File: config.mk
export PLATFORM = sky130hd
export DESIGN_NAME = l2_fifo
export DESIGN_NICKNAME = d
export VERILOG_FILES = /design/src/design/l2_pkg.sv /design/src/design/l2_fifo.sv
export SDC_FILE = /design/constraint.sdc
export NUM_CORES = 1
export LEC_CHECK = 0
export ABC_AREA = 1
export BUFFER_PORTS_ARGS = -buffer_cell sky130_fd_sc_hd__buf_4
export CELL_PAD_IN_SITES_DETAIL_PLACEMENT = 1
export CELL_PAD_IN_SITES_GLOBAL_PLACEMENT = 2
export CORE_ASPECT_RATIO = 1.2
export CORE_MARGIN = 1.5
export CORE_UTILIZATION = 40
export CTS_CLUSTER_SIZE = 24
export DETAILED_ROUTE_END_ITERATION = 8
export PLACE_DENSITY_LB_ADDON = 0.1
export SLEW_MARGIN = 15
export SYNTH_ARGS = -nofsm -noshare
export SYNTH_HDL_FRONTEND = slang
export SYNTH_SLANG_ARGS = --single-unit
File: constraint.sdc
create_clock -name clk -period 3.35 [get_ports clk]
set_input_delay 0.67 -clock clk [delete_from_list [all_inputs] [get_ports clk]]
set_output_delay 0.67 -clock clk [all_outputs]
set_load 0.01 [all_outputs]
File: src/design/l2_pkg.sv
/* Shared widths, requester ids and request/return records for the L2 subsystem.
   Two requesters only; one-bit sub id and single-word accesses assumed. */
package l2_pkg;

    ////////////////////
    // Requester ids

    // Number of L1 requesters sharing the L2 port
    localparam int L1_CONNECTIONS = 2;
    // Data cache wins every tie
    localparam int L1_DCACHE_ID = 0;
    // Instruction cache, read only
    localparam int L1_ICACHE_ID = 1;

    ////////////////////
    // Widths

    // Byte address from the L1 side
    localparam int ADDR_W = 32;
    localparam int DATA_W = 32;
    // One enable per byte lane
    localparam int BE_W = DATA_W / 8;
    // Enough to tag every requester
    localparam int SUB_ID_W = 1;
    // Word index into the L2 array, 256 words
    localparam int MEM_ADDR_W = 8;
    // Shared by the request and write-data FIFOs
    localparam int FIFO_DEPTH = 4;

    ////////////////////
    // Records

    // One requester's bundle, valid travels beside it
    typedef struct packed {
        logic [ADDR_W-1:0] addr;
        logic              rnw;
        logic [BE_W-1:0]   be;
        // Store word, ignored on reads
        logic [DATA_W-1:0] data;
    } l1_request_t;

    // Top-level bundle, indexed by requester id
    typedef l1_request_t [L1_CONNECTIONS-1:0] l1_request_array_t;

    // Request FIFO entry, word address only
    typedef struct packed {
        logic [ADDR_W-3:0]   addr;
        logic                rnw;
        logic [BE_W-1:0]     be;
        // Requester that issued it
        logic [SUB_ID_W-1:0] sub_id;
    } l2_request_t;

    // Read return, qualified by a separate valid
    typedef struct packed {
        logic [DATA_W-1:0]   data;
        logic [SUB_ID_W-1:0] sub_id;
    } l2_return_t;

endpackage
File: src/design/l2_fifo.sv
/* Synchronous FIFO of FIFO_DEPTH entries; push while full is dropped unless popped
   in the same cycle. A pushed entry reaches the head one cycle later. */
module l2_fifo #(
    parameter type payload_t = logic [l2_pkg::DATA_W-1:0]
) (
    input  logic     clk,
    input  logic     rst_n,

    input  logic     push,
    input  payload_t push_data,
    output logic     full,

    input  logic     pop,
    output logic     valid,
    output payload_t pop_data
);
    import l2_pkg::*;

    // Entry storage, no reset needed
    payload_t storage [FIFO_DEPTH];

    logic [$clog2(FIFO_DEPTH)-1:0] wr_ptr;
    logic [$clog2(FIFO_DEPTH)-1:0] rd_ptr;
    // Occupancy, counts up to FIFO_DEPTH inclusive
    logic [$clog2(FIFO_DEPTH+1)-1:0] count;

    logic do_push;
    logic do_pop;

    ////////////////////
    // Handshake qualification

    // Pop only when something is there
    assign do_pop = pop & valid;
    // Full FIFO still takes a push if the head leaves this cycle
    assign do_push = push & (~full | do_pop);

    // Flags straight from the count
    assign valid = (count != '0);
    assign full = (count == FIFO_DEPTH[$bits(count)-1:0]);

    // Head entry
    assign pop_data = storage[rd_ptr];

    ////////////////////
    // Pointers and count

    always_ff @(posedge clk) begin
        if (!rst_n) begin
            wr_ptr <= '0;
            rd_ptr <= '0;
            count <= '0;
        end else begin
            if (do_push) begin
                // Explicit wrap for non power-of-two depths
                wr_ptr <= (wr_ptr == $bits(wr_ptr)'(FIFO_DEPTH - 1)) ? '0 : wr_ptr + 1'b1;
            end
            if (do_pop) begin
                rd_ptr <= (rd_ptr == $bits(rd_ptr)'(FIFO_DEPTH - 1)) ? '0 : rd_ptr + 1'b1;
            end
            // Simultaneous push and pop leaves count alone
            case ({do_push, do_pop})
                2'b10: count <= count + 1'b1;
                2'b01: count <= count - 1'b1;
                default: count <= count;
            endcase
        end
    end

    ////////////////////
    // Storage write

    always_ff @(posedge clk) begin
        if (do_push) begin
            storage[wr_ptr] <= push_data;
        end
    end

endmodule

== Word level (Yosys, flattened, before mapping) ==
Memories as Yosys holds them, arrays and structs flattened. A register that Yosys moved wholly into a read port is not among the register bits.
Index checks and enable logic that the tools add are counted.

* Output and inout bits: 34
* Bits in read-only memories: 0
* Bits in registers: 7
* Bits in writable memories: 128
* Word-level logic and storage cells: 26
* Bits in latches: 0
* Memories kept: 1

* Add/subtract/negate cells: 4
* Equality and inequality tests: 5
* $lt $le $gt $ge: 0
* Reductions and logical operators: 2
* Mux-type cells: 7
* Div/mod/pow operators: 0
* Shift operators: 0
* Multipliers: 0
* Bitwise operators: 4

{| class="wikitable"
|+ Memory list
! name !! depth !! bits a word !! rd ports !! clocked after Yosys merged registers in !! wr ports !! RTL line !! text
|-
| storage || 4 || 32 || 1 || 1 || 1 || l2_fifo.sv:20 || <nowiki>payload_t storage [FIFO_DEPTH];</nowiki>
|}

{| class="wikitable"
|+ Operators with widths
! cell !! count
|-
| $mux 2 || 4
|-
| $eq 2x2->1 const B || 3
|-
| $pmux 3 s2 || 1
|-
| $add 2x1->2 const B || 2
|-
| $add 3x1->3 const B || 1
|-
| $eq 3x3->1 const B || 1
|-
| $reduce_bool 3->1 || 1
|-
| $sub 3x1->3 const B || 1
|-
| $and 1x1->1 || 2
|-
| $eq 2x1->1 const B || 1
|-
| $mux 1 || 2
|-
| $reduce_bool 2->1 || 1
|-
| $not 1->1 || 1
|-
| $or 1x1->1 || 1
|}

== Longest topological paths before layout ==
* Depth in word-level cells: 6
* Depth in mapped cells: 9
* Mapped depth without buffers: 9

== Worst setup path before layout ==
OpenSTA, ideal clock, no wires.

* Path type: input port to flip-flop
* From: input port pop
* To: memory storage[3][0] in the netlist's numbering, enable pin
* Buffers on the path: 0
* Slack: 0.709 ns
* Data arrival time: 2.220 ns
* Cell stages on the path: 4
* Setup time: 0.421 ns
* Cell sequence: inv_1 -> nand2_2 -> nand2_4 -> nor2_1

* Word-level cells in the longest chain between the ends: 5

{| class="wikitable"
|+ Ends and longest elaborated chain
! what !! RTL line !! text
|-
| start: declaration || l2_fifo.sv:13 || <nowiki>input logic pop,</nowiki>
|-
| $and 1x1->1 || l2_fifo.sv:34 || <nowiki>assign do_pop = pop & valid;</nowiki>
|-
| $or 1x1->1 || l2_fifo.sv:36 || <nowiki>assign do_push = push & (~full | do_pop);</nowiki>
|-
| $and 1x1->1 || l2_fifo.sv:36 ||
|-
| $mux 1 || l2_fifo.sv:74 || <nowiki>if (do_push) begin</nowiki>
|-
| $mux 1 (implied by the code) || l2_fifo.sv:75 || <nowiki>storage[wr_ptr] <= push_data;</nowiki>
|-
| end: declaration || l2_fifo.sv:20 ||
|}

Every way passes these cells.

==> results.sh <==
export IMPL_synth_compound_area_share_pct=11.3
export IMPL_critPathMaxStageDelay_ps=720
export IMPL_antenna_cells=0
export IMPL_htreeDepth=4
export IMPL_synth_flop_cell="edfxtp_1"
export IMPL_cts_setup_buffers=0
export IMPL_path_cells="buf_4 > o21ai_0 > o22ai_1 > buf_4"
export IMPL_outcome="finished, final reports clean"
export IMPL_hpwlAfterDp_um=6810
export IMPL_dr_pass1_iters=4
export IMPL_arrival_ps=2160
export IMPL_cp_end_kind="primary output"
export IMPL_dp_slack_ps=922
export IMPL_fin_ws_ps=520
export IMPL_grt_use_total_pct=17.2
export IMPL_grt_pass1_wl_um=17400
export IMPL_postRouteAntennaNets=0
export IMPL_fmax_mhz=353
export IMPL_finalSetupTns_ps=0
export IMPL_via_per_inst=5.11
export IMPL_p_switching_uw=1280
export IMPL_core_area_mm2=0.0127
export IMPL_crit_buf_inv=2
export IMPL_gr_total_overflow=0
export IMPL_drive_gt1_share_pct=27.4
export IMPL_final_util_pct=51.6
export IMPL_clockRootBuffer="clkbuf_16"
export IMPL_fp_row_count=45
export IMPL_synthSimpleGateAreaFrac_pct=7.63
export IMPL_synthArstFlopShare_pct=0
export IMPL_placed_area_mm2=0.00597
export IMPL_rr_startpoint="count[1]$_SDFFE_PN0P_"
export IMPL_clock_power_share_pct=38.0
export IMPL_fp_dieW_um=108
export IMPL_critPathTopFamily="flip-flops"
export IMPL_drv_slew=0
export IMPL_area_growth_pct=25.0
export IMPL_syn_nets=416
export IMPL_synth_xor_area_share_pct=0
export IMPL_ys_ff_latch=137
export IMPL_vias=3211
export IMPL_fin_skew_ps=6.12
export IMPL_cts_sinks=137
export IMPL_critPathLaunchType="flop"
export IMPL_intPower_uw=3530
export IMPL_grt_pass1_vias=3349
export IMPL_combPwrFrac_pct=19.3
export IMPL_ys_warn_count=0
export IMPL_synthAdderAreaFrac_pct=1.57
export IMPL_cap_violations=0
export IMPL_tightest_slew_ps=823
export IMPL_port_buffers=69
export IMPL_drtIter0Drc=138
export IMPL_wl_per_cell_um=17.7
export IMPL_grt_antenna_before_repair=0
export IMPL_numCtsBuffers=17
export IMPL_clk_pin_slew_worst_paths_ps=60
export IMPL_required_ps=2680
export IMPL_ys_seq_area_share_pct=76.7
export IMPL_cp_slowest_cell="dfxtp_2"
export IMPL_synth_distinct_cells=27
export IMPL_clockBufferDepth=2
export IMPL_dieArea_mm2=0.0138
export IMPL_syn_area_mm2=0.00525
export IMPL_cts_resized=0
export IMPL_syn_area_per_cell_um2=14.0
export IMPL_critPathKind="reg -> out"
export IMPL_p_total_uw=4800
export IMPL_syn_inst=374
export IMPL_crit_fanout=34
export IMPL_hp_start="push_data[26]"
export IMPL_p_leak_uw=0.00236
export IMPL_fin_area_mm2=0.00656
export IMPL_holdBufCountCts=0
export IMPL_hp_class="in -> reg"
export IMPL_fin_crit_sh_pct=84.5
export IMPL_synth_top_family_by_area="compound AO/OA/AOI/OAI gates"
export IMPL_clk_latency_ps=410
export IMPL_swShare_pct=26.6
export IMPL_initial_utilization_pct=41.2
export IMPL_grt_max_degree=65
export IMPL_synthMuxAreaShare_pct=0
export IMPL_p_per_area_mw_per_mm2=732
export IMPL_period_minus_slack_ps=2830
export IMPL_place_congestion=0.691
export IMPL_drt_wl_total_um=11100
export IMPL_nets=493
export IMPL_hold_violations=0
export IMPL_fill_cells=1289
export IMPL_irDropWorstVdd_mv=0.328
export IMPL_drc_errors=0
export IMPL_cts_tree="built"
export IMPL_synth_edf_count=128
export IMPL_seqPwrFrac_pct=42.7
export IMPL_setup_viol=0
export IMPL_slew_headroom_pct=45.0
export IMPL_rsz0062_at_grt="no"
export IMPL_ios=70
export IMPL_crit_top_cell="buf_4"
export IMPL_fp_dieH_um=128
[power groups by stage]
stage / clock [uW] / combinational [uW] / sequential (uW)
3_3_place_gp: 0 / 932 / 2080
6_report: 1830 / 926 / 2050
4_1_cts: 1860 / 949 / 2050
5_1_grt: 1930 / 1030 / 2060
2_1_floorplan: 0 / 528 / 2060
3_5_place_dp: 0 / 945 / 2080
[cells in the final DEF, fill, tap and decap left out, types with 2 or more instances in the layout]
cell / count
o21ai_0: 60
clkinv_4: 2
nor2_1: 71
inv_1: 14
a21oi_2: 2
ha_1: 5
buf_4: 77
clkbuf_16: 17
clkbuf_1: 2
nor2_4: 5
bufinv_16: 3
nand3_2: 2
o21ai_1: 7
edfxtp_1: 128
clkinv_2: 4
dfxtp_1: 8
o21ai_2: 2
nand2_2: 3
clkinvlp_4: 3
nand2_4: 3
nand2_1: 3
a21oi_1: 2
o22ai_1: 32
[state kept, by name, indices dropped and copies added, names as in the netlist, named ones only]
signal,cells
wr_ptr,2
storage,128
count,3
rd_ptr,2
[cell type report]
| cell class | count | area [um2] | area share (%) |
|---|---|---|---|
| clock inverter | 13 | 154 | 2.35 |
| timing repair buffer | 77 | 578 | 8.81 |
| clock buffer | 19 | 433 | 6.60 |
| multi-input combinational | 202 | 1100 | 16.8 |
| sequential | 137 | 4030 | 61.3 |
| tap | 164 | 205 | 3.13 |
| inverter | 16 | 62.6 | 0.953 |
[Yosys cell counts, types with 2 or more instances]
library cell / instances / area share (%)
nor2_1: 75 / 5.4
nand2_1: 3 / 0.21
a21oi_1: 2 / 0.19
o21ai_0: 60 / 5.7
dfxtp_1: 9 / 3.4
nand2_4: 3 / 0.64
o22ai_1: 32 / 3.8
inv_1: 14 / 1.0
o21ai_2: 2 / 0.33
a21oi_2: 2 / 0.33
edfxtp_1: 128 / 73
nand2_2: 3 / 0.36
buf_2: 10 / 0.95
clkbuf_1: 7 / 0.50
nand3_2: 2 / 0.38
o21ai_1: 7 / 0.67
ha_1: 5 / 1.2
[cells by family (layout without fill, tap and decap cells)]
family | count (synthesis) | in the layout
flip-flops | 137 | 137
AO/OA/AOI/OAI | 106 | 106
AND/OR/NAND/NOR | 90 | 90
buffers and inverters | 35 | 125
adder cells (fa/ha/maj) | 6 | 6
[final timing paths]
kind                                                 end  slack [ps]  cells after the start
worst min-delay path            storage[1][26]$_DFFE_PP_         460                      1
worst min register to register                      flop         510                      2
worst max-delay path                        pop_data[31]         520                      4
worst max register to register  storage[1][19]$_DFFE_PP_        1260                      7
[per-stage QoR]
stage          cells  hold slack, ps
6_report         628             461
5_1_grt          628             448
3_5_place_dp     596             506
3_3_place_gp     596             507
4_1_cts          628             444
2_1_floorplan    374             481
[layer usage]
metal | wire length, um | vias up | global-route usage (%)
li1 | - | 1535 | -
met1 | 4730 | 1594 | 20.1
met2 | 5850 | 68 | 30.0
met3 | 377 | 14 | 4.36
met4 | 170 | 0 | 7.74
met5 | 0 | - | 0
No activity file was read; power rests on OpenSTA's default activity.
