$ cat config.mk
export PLATFORM = sky130hd
export DESIGN_NAME = l1_arbiter
export DESIGN_NICKNAME = d
export VERILOG_FILES = /design/src/design/l2_pkg.sv /design/src/design/l1_arbiter.sv
export SDC_FILE = /design/constraint.sdc
export NUM_CORES = 1
export LEC_CHECK = 0
export BUFFER_PORTS_ARGS = -buffer_cell sky130_fd_sc_hd__buf_4
export CAP_MARGIN = 25
export CORE_AREA = 2 2 109 111
export DETAILED_ROUTE_END_ITERATION = 12
export DIE_AREA = 0 0 111 113
export PLACE_DENSITY_LB_ADDON = 0.08
export SLEW_MARGIN = 10
export SYNTH_ARGS = -nofsm -noshare
export SYNTH_HDL_FRONTEND = slang
export SYNTH_SLANG_ARGS = --single-unit
$ cat constraint.sdc
create_clock -name vclk -period 0.9
set_clock_uncertainty 0.05 [all_clocks]
set_input_delay 0.045 -clock vclk [all_inputs]
set_output_delay 0.045 -clock vclk [all_outputs]
set_load 0.02 [all_outputs]
$ cat src/design/l2_pkg.sv
/* Shared widths, requester ids and request/return records for the L2 subsystem.
   Two requesters only; one-bit sub id and single-word accesses assumed. */
package l2_pkg;

    ////////////////////
    // Requester ids

    // Number of L1 requesters sharing the L2 port
    localparam int L1_CONNECTIONS = 2;
    // Data cache wins every tie
    localparam int L1_DCACHE_ID = 0;
    // Instruction cache, read only
    localparam int L1_ICACHE_ID = 1;

    ////////////////////
    // Widths

    // Byte address from the L1 side
    localparam int ADDR_W = 32;
    localparam int DATA_W = 32;
    // One enable per byte lane
    localparam int BE_W = DATA_W / 8;
    // Enough to tag every requester
    localparam int SUB_ID_W = 1;
    // Word index into the L2 array, 256 words
    localparam int MEM_ADDR_W = 8;
    // Shared by the request and write-data FIFOs
    localparam int FIFO_DEPTH = 4;

    ////////////////////
    // Records

    // One requester's bundle, valid travels beside it
    typedef struct packed {
        logic [ADDR_W-1:0] addr;
        logic              rnw;
        logic [BE_W-1:0]   be;
        // Store word, ignored on reads
        logic [DATA_W-1:0] data;
    } l1_request_t;

    // Top-level bundle, indexed by requester id
    typedef l1_request_t [L1_CONNECTIONS-1:0] l1_request_array_t;

    // Request FIFO entry, word address only
    typedef struct packed {
        logic [ADDR_W-3:0]   addr;
        logic                rnw;
        logic [BE_W-1:0]     be;
        // Requester that issued it
        logic [SUB_ID_W-1:0] sub_id;
    } l2_request_t;

    // Read return, qualified by a separate valid
    typedef struct packed {
        logic [DATA_W-1:0]   data;
        logic [SUB_ID_W-1:0] sub_id;
    } l2_return_t;

endpackage
$ cat src/design/l1_arbiter.sv
/* Fixed-priority L1 arbiter, lowest index wins; combinational, ack in the push cycle.
   Only the data cache may store; read returns are always accepted. */
module l1_arbiter (
    input  logic [l2_pkg::L1_CONNECTIONS-1:0] request,
    input  l2_pkg::l1_request_array_t         l1_req,
    output logic [l2_pkg::L1_CONNECTIONS-1:0] ack,

    // Request and write-data FIFO side
    input  logic                              request_full,
    input  logic                              data_full,
    output logic                              request_push,
    output l2_pkg::l2_request_t               l2_req,
    output logic                              wr_data_push,
    output logic [l2_pkg::DATA_W-1:0]         wr_data,

    // Return side from memory
    input  logic                              rd_valid,
    input  l2_pkg::l2_return_t                rd_return,
    output logic [l2_pkg::L1_CONNECTIONS-1:0] data_valid,
    output logic [l2_pkg::DATA_W-1:0]         data
);
    import l2_pkg::*;

    // Every requester already mapped to FIFO format
    l2_request_t [L1_CONNECTIONS-1:0] l2_requests;

    // Winning requester index
    logic [SUB_ID_W-1:0] arb_sel;

    logic fifos_full;
    logic request_exists;

    ////////////////////
    // Request mapping

    // Drop the byte offset, tag with own index
    generate
        for (genvar i = 0; i < L1_CONNECTIONS; i++) begin : gen_l2_requests
            assign l2_requests[i] = '{
                addr   : l1_req[i].addr[ADDR_W-1:2],
                rnw    : l1_req[i].rnw,
                be     : l1_req[i].be,
                sub_id : SUB_ID_W'(i)
            };
        end
    endgenerate

    ////////////////////
    // Arbitration

    // Priority encoder, scanned downward so the lowest set index is kept
    always_comb begin
        arb_sel = '0;
        for (int i = L1_CONNECTIONS - 1; i >= 0; i--) begin
            if (request[i]) begin
                arb_sel = SUB_ID_W'(i);
            end
        end
    end

    // FIFOs drain at different rates, so both must have room
    assign fifos_full = request_full | data_full;
    assign request_exists = |request;
    assign request_push = request_exists & ~fifos_full;

    // One-hot ack for the winner, only when the push happens
    assign ack = L1_CONNECTIONS'(request_push) << arb_sel;

    assign l2_req = l2_requests[arb_sel];

    ////////////////////
    // Data cache stores

    // Write word goes along only for a winning data-cache store
    assign wr_data_push = request_push & (arb_sel == SUB_ID_W'(L1_DCACHE_ID))
                        & ~l1_req[L1_DCACHE_ID].rnw;
    assign wr_data = l1_req[L1_DCACHE_ID].data;

    ////////////////////
    // Return routing

    // Data fans out to all, valid only where the tag matches
    assign data = rd_return.data;
    generate
        for (genvar i = 0; i < L1_CONNECTIONS; i++) begin : gen_returns
            assign data_valid[i] = rd_valid & (rd_return.sub_id == SUB_ID_W'(i));
        end
    endgenerate

endmodule

# [After elaboration in Yosys (flattened, before gate mapping)]
# Index checks and enable logic that the tools add are counted.
# Widths: inputs -> output; s select.
[word_totals] regBits=0 in_bits=176 output_inout_bits=106 word_cells=17
[op_classes] magnitude_cmp=1 shift=1 mux=4 n_bitwise=10 n_reduce_logical=1
[op_table] op="$mux 36" count=2
[op_table] op="$and 1x1->1" count=5
[op_table] op="$not 1->1" count=4
[op_table] op="$lt 1x2->1 const B" count=1
[op_table] op="$mux 1" count=2
[op_table] op="$reduce_or 2->1" count=1
[op_table] op="$shl 1x1->2" count=1
[op_table] op="$or 1x1->1" count=1

# [Depth between registers and ports, before layout]
# Gate-level depths: netlist (run 1).
[logic_depth] word_depth=5 mapped_depth=5 mapped_depth_nobuf=2

# [Worst setup path after synthesis (run 1)]
# No wires, ideal clock.
[synth_path] path_kind="input-to-output" from="input port request[0] (netlist bit)" to="output port ack[1] (netlist bit)" arrival_time_ps=913 required_time_ps=805 slack_ps=-108 path_stages=4 path_buffers=2 cell_sequence="nand2b_4 -> buf_6 -> buf_12 -> nor3_1"
[synth_via] elab_chain_cells=3 word_cells_on_any_way=4 classes_between="1 x shift; 1 x mux; 1 x bitwise; 1 x reduce/logical"
[synth_rtl] item="start: declaration" line_no="l1_arbiter.sv:4" source="input logic [l2_pkg::L1_CONNECTIONS-1:0] request,"
[synth_rtl] item="$reduce_or 2->1" line_no="l1_arbiter.sv:63" source="assign request_exists = |request;"
[synth_rtl] item="$and 1x1->1" line_no="l1_arbiter.sv:64" source="assign request_push = request_exists & ~fifos_full;"
[synth_rtl] item="$shl 1x1->2 (*)" line_no="l1_arbiter.sv:67" source="assign ack = L1_CONNECTIONS'(request_push) << arb_sel;"
[synth_rtl] item="end: declaration" line_no="l1_arbiter.sv:6" source="output logic [l2_pkg::L1_CONNECTIONS-1:0] ack,"
# Mark *: on every way between the ends. The rest lies on a longest branch, timed or not.

==> impl_metrics.yaml, run 1 <==
worst_setup_path:
  crit_family: "buffers and inverters"
  cp.arrival_ns: 0.96
  cpPeakStageDelay_ns: 0.30
  worst_ep_required_time_ns: 0.81
  worstSetupStartpointType: "primary input"
  cpMostUsedCell: "buf_6"
  endpoint_kind: "primary output"
  cp-startpoint: "request[0]"
  worstPathMaxFanout: 9
  path_buf_inv: 3
  criticalPathCategory: "primary input to primary output"
  cp.depth: 5
  crit_path_end: "l2_req[2]"
  slowest_stage: "mux2_4"
  path_cells: "buf_6, nand2b_4, clkbuf_16, mux2_4, buf_6"
timing:
  whs_ns: 0.0400
  finalSetupViolCount: 35
  finalHoldViolCount: 0
  max_freq_mhz: 947
  slew_violations: 0
  post-route-min-period_ns: 1.06
  grt_setup_unrepaired: "true"
  worst_pin_slew_ns: 0.217
  finalWorstSetupSlack_ns: -0.156
  final.setup.tns_ns: -4.79
  max_slew_margin_pct: 85.5
  fin_crit_sh_pct: 117
pwr:
  leakage_uw: 0.000999
  intPower_uw: 663
  p_sw_share_pct: 38.3
  power.clock.fraction_pct: 0
  seq_power_share_pct: 0
  power.net_switching_uw: 411
  peakVddDrop_v: 0.000165
  pwr-share-comb_pct: 100.0
  powerDensity_nw_per_um2: 576
synthesis:
  synth_top_area_cell: "buf_4"
  synth_fa_ha_area_share_pct: 0
  synth.area.top_cells: "buf_4, mux2_4, mux2_2, buf_12, nand2b_4"
  synth-simple-area-share_pct: 5.03
  syn_nets: 289
  muxShareOfSynthArea_pct: 44.6
  synth.cell_area_um2: 1120
  synth.avg_cell_area_um2: 9.90
  synth_compound_area_share_pct: 0
  ys_warn_count: 0
  yosys.cell_types.count: 13
  netlist_instances: 113
  ys_top_cells_by_count: "buf_4, mux2_4, mux2_2"
  synth_most_common_cell: "buf_4"
  synth.yosys.seq_area_share_pct: 0
  synth_top_family_by_area: "buffers and inverters"
  synth-xor-area-share_pct: 0
  yosys.area.top_type_share_pct: 43.6
floorplanning:
  die-area_um2: 12500
  ios: 282
  start_util_pct: 9.92
  core_area_um2: 11300
  die_y_um: 113
  die_w_um: 111
  std_cell_rows: 39
detailed_routing:
  first_pass_iters: 4
  drtAntennaViolNets: 0
  wire_per_inst_um: 15.1
  route.vias.total: 961
  routed_via_density: 3.08
  drt_iter0_markers: 13
  drc_errors: 0
  wirelength_um: 4730
final_layout:
  register_area_um2: 0
  clock_buffers: 0
  diodes: 0
  finish.instance_area_um2: 1860
  n_sequential_cell: 0
  syn2layout_area_growth_pct: 66.7
  final_util_pct: 16.5
  fin_nets: 347
  drive_above_1_share_pct: 96.4
  nFillCells: 1266
cts:
  cts_hold_buf: 0
placement:
  placed_area_um2: 1690
  portBuffers: 118
  place.gp.congestion: 0.634
  dp_hpwl_um: 4210
  pre_cts_ws_ns: -0.182
grt:
  grt_max_degree: 20
  antenna_found_initial: 0
  grt_pass1_wl_um: 6490
  grt.overflow.total: 0
  grt_pass1_vias: 1046
  grtUsageTotal_pct: 6.54
job:
  max-cap-violations: 0
outcome:
  violations: "negative setup slack"
  status: "finished, violations left"
min_path:
  worstHoldPathType: "primary input to primary output"
[area by class of cell]
cell class	instances	area (um^2)	share of cell area, %
inverters	1	3.75	0.201
repair buffers	125	1090	58.4
well taps	143	179	9.60
multi-input cells	43	593	31.8
[power by group through the flow]
stage / logic (uW) / registers, uW / clock network [uW]
floorplan: 889 / 0 / 0
global placement: 982 / 0 / 0
detailed placement: 971 / 0 / 0
CTS: 1040 / 0 / 0
global route: 1140 / 0 / 0
finish: 1070 / 0 / 0
[cell usage in the layout, fill, tap and decap left out, drive strengths merged]
master	synthesis	routed
and2	1	1
buf	69	124
clkbuf	0	1
inv	1	1
mux2	35	35
nand2b	1	1
nor2	1	1
nor2b	1	1
nor3	2	2
nor3b	1	1
nor4b	1	1
[how the worst min path moves through the flow]
| stage | from | to | slack [ns] | cells past startpoint |
|---|---|---|---|---|
| after floorplan | request_full | ack[1] | 0.09 | 1 |
| after global placement | rd_return[12] | data[11] | 0.04 | 0 |
| after detailed placement | rd_return[12] | data[11] | 0.04 | 0 |
| after CTS | rd_return[12] | data[11] | 0.04 | 0 |
| after global routing | l1_req[31] | wr_data[31] | 0.04 | 0 |
| final | rd_return[14] | data[13] | 0.04 | 0 |
[layer usage]
metal  track usage, %  part of all wire, %  vias up
met5                0                    0        -
met4             1.42                  1.7        0
met3             2.46                   13       16
met2             12.5                   52       91
met1             6.80                   34      433
li1                 -                    -      421
[metrics by stage]
step / std cells / power [uW]
finish: 312 / 1070
global route: 312 / 1140
CTS: 311 / 1040
detailed placement: 310 / 971
global placement: 310 / 982
floorplan: 113 / 889
[logic make-up (layout without fill, tap and decap cells)]
group / Yosys count / count (layout)
and+or+nand+nor: 8 / 8
buffers and inverters: 70 / 126
muxes: 35 / 35
[repair_timing]
action	4_1_cts	5_1_grt
gates resized for setup	23	16
pin swaps	0	0
endpoints found under the setup margin	35	36
gates cloned	0	1
buffers inserted	1	0
No activity file was read; power rests on OpenSTA's default activity.
==> run 2: changes to the inputs <==
--- a/config.mk
+++ b/config.mk
@@ -5,11 +5,12 @@
 export SDC_FILE = /design/constraint.sdc
 export NUM_CORES = 1
 export LEC_CHECK = 0
+export ABC_AREA = 1
 export BUFFER_PORTS_ARGS = -buffer_cell sky130_fd_sc_hd__buf_4
 export CAP_MARGIN = 25
-export CORE_AREA = 2 2 109 111
+export CORE_AREA = 2 2 110 112
 export DETAILED_ROUTE_END_ITERATION = 12
-export DIE_AREA = 0 0 111 113
+export DIE_AREA = 0 0 112 114
 export PLACE_DENSITY_LB_ADDON = 0.08
 export SLEW_MARGIN = 10
 export SYNTH_ARGS = -nofsm -noshare
==> run 2 against run 1 <==
Utilization is 1.9 points lower; first-iteration DRC count grew to 3.4 times the previous value; highest routed layer unchanged; fmax up 26%; combinational power is 9.9% lower; via count increased by 32%; setup slack gained 0.22 ns; the flow now finishes without violations.
==> impl_metrics.yaml, run 2 <==
worst_setup_path:
  cpMostUsedCell: "buf_4"
  worst_ep_required_time_ns: 0.81
  cpPeakStageDelay_ns: 0.15
  criticalPathCategory: "primary input to primary output"
  path_cells: "buf_4, inv_8, buf_12, nand3_1, nand2_1, buf_4"
  endpoint_kind: "primary output"
  cp.arrival_ns: 0.74
  slowest_stage: "buf_12"
  worstSetupStartpointType: "primary input"
  worstPathMaxFanout: 15
grt:
  grt_pass1_wl_um: 6410
  grt.overflow.total: 0
  met2_usage_pct: 11.8
  grt_pass1_vias: 1150
  met1_usage_pct: 6.79
  grt_most_used_layer: "met2"
  grt_use_met3_pct: 1.12
  grtUsageTotal_pct: 6.28
  grt_max_degree: 22
  antenna_found_initial: 0
floorplanning:
  ios: 282
  die-area_um2: 12800
  core_area_um2: 11700
  die_y_um: 114
  start_util_pct: 9.23
  die_w_um: 112
  std_cell_rows: 40
synthesis:
  netlist_instances: 195
  syn_nets: 371
  yosys.area.top_type_share_pct: 46.5
  synth.area.top_cells: "buf_4, nand2_1, nand3_1, buf_6, nor2_1"
  synth_top_area_cell: "buf_4"
  synth_most_common_cell: "nand2_1"
  synth.yosys.seq_area_share_pct: 0
  yosys.cell_types.count: 9
  synth.cell_area_um2: 1080
  ys_top_cells_by_count: "nand2_1, buf_4, nand3_1"
  synth.avg_cell_area_um2: 5.54
  ys_warn_count: 0
detailed_routing:
  drt_iter0_markers: 44
  wirelength_um: 4660
  drc_errors: 0
  drtAntennaViolNets: 0
  routed_via_density: 3.25
  first_pass_iters: 4
  route.vias.total: 1270
  wire_per_inst_um: 11.9
timing:
  max_freq_mhz: 1200
  grt_setup_unrepaired: "false"
  worst_pin_slew_ns: 0.172
  finalHoldViolCount: 0
  post-route-min-period_ns: 0.835
  finalSetupViolCount: 0
  whs_ns: 0.0400
  max_slew_margin_pct: 88.5
  fin_crit_sh_pct: 92.8
  slew_violations: 0
final_layout:
  layout_common_cells: "buf_4, nand2_1, nand3_1, nor2_1, inv_1"
  syn2layout_area_growth_pct: 58.1
  register_area_um2: 0
  finish.instance_area_um2: 1710
  multi_input_area_um2: 518
  diodes: 0
  drive_above_1_share_pct: 52.5
  fin_nets: 422
  n_sequential_cell: 0
  final_util_pct: 14.6
  final_common_cell: "buf_4"
  nFillCells: 1378
  clock_buffers: 0
min_path:
  hold_end: "wr_data[14]"
  holdPathStages: 0
  worstHoldPathType: "primary input to primary output"
  worst_hold_startpoint: "l1_req[14]"
placement:
  dp_hpwl_um: 3360
  place.gp.congestion: 0.646
  portBuffers: 118
  placed_area_um2: 1670
pwr:
  leakage_uw: 0.000982
  peakVddDrop_v: 0.000156
  powerDensity_nw_per_um2: 564
job:
  max-cap-violations: 0
cts:
  post_cts_buffers: 0
outcome:
  status: "finished clean"
[run 2: cell count changes after synthesis, sizes merged]
cell	before	now
nand2b	1	0
inv	1	6
nor3	2	0
buf	69	75
nor4b	1	0
nor2	1	6
nand2	0	73
and2	1	0
nor3b	1	0
mux2	35	0
nor2b	1	0
nand3	0	35
[run 2: kinds of logic after synthesis]
group         share of synthesized area, %
buf+inv                               54.9
simple gates                          45.1
[run 2: area by class of cell]
class	count	area share, %
Timing Repair Buffer	123	57.2
Multi-Input combinational cell	115	30.3
Tap cell	147	10.8
Inverter	6	1.76
[run 2: layer usage]
| layer | vias up | part of all wire, % | wire length (um) |
|---|---|---|---|
| met5 | - | 0 | 0 |
| met1 | 523 | 36 | 1680 |
| met4 | 0 | 4.4 | 206 |
| met2 | 78 | 50 | 2320 |
| li1 | 641 | - | - |
| met3 | 28 | 9.6 | 449 |
[run 2: timing repair]
action | CTS | global route
hold buffers | 0 | 0
setup endpoints to repair | 24 | 3
cloned | 1 | 0
gates resized for setup | 3 | 3
[run 2: critical path: cells and delay by family]
family	cells	cell delay, ns
buffers and inverters	4	0.51
and+or+nand+nor	2	0.17
[run 2: worst max-delay path by stage]
stage               cells after the start  startpoint          to  slack (ns)
floorplan                               4  request[1]      ack[1]        0.13
global placement                        6  request[0]  l2_req[22]       -0.04
detailed placement                      6  request[0]  l2_req[22]       -0.02
CTS                                     5  request[1]   l2_req[5]        0.01
global route                            6  request[0]   l2_req[4]       0.008
finish                                  6  request[0]   l2_req[4]        0.06
[run 2: metrics by stage]
step	worst slack (ns)	cells	total power (uW)	TNS (ns)
floorplan	0.131	195	833	0
global placement	-0.0382	390	965	-0.618
detailed placement	-0.0242	390	955	-0.195
CTS	0.0104	391	981	0
global route	0.00820	391	1050	0
finish	0.0647	391	964	0
[run 2: where the power goes]
| group | internal [uW] | switching (uW) |
|---|---|---|
| combinational | 492 | 472 |
| sequential | 0 | 0 |
| clock | 0 | 0 |
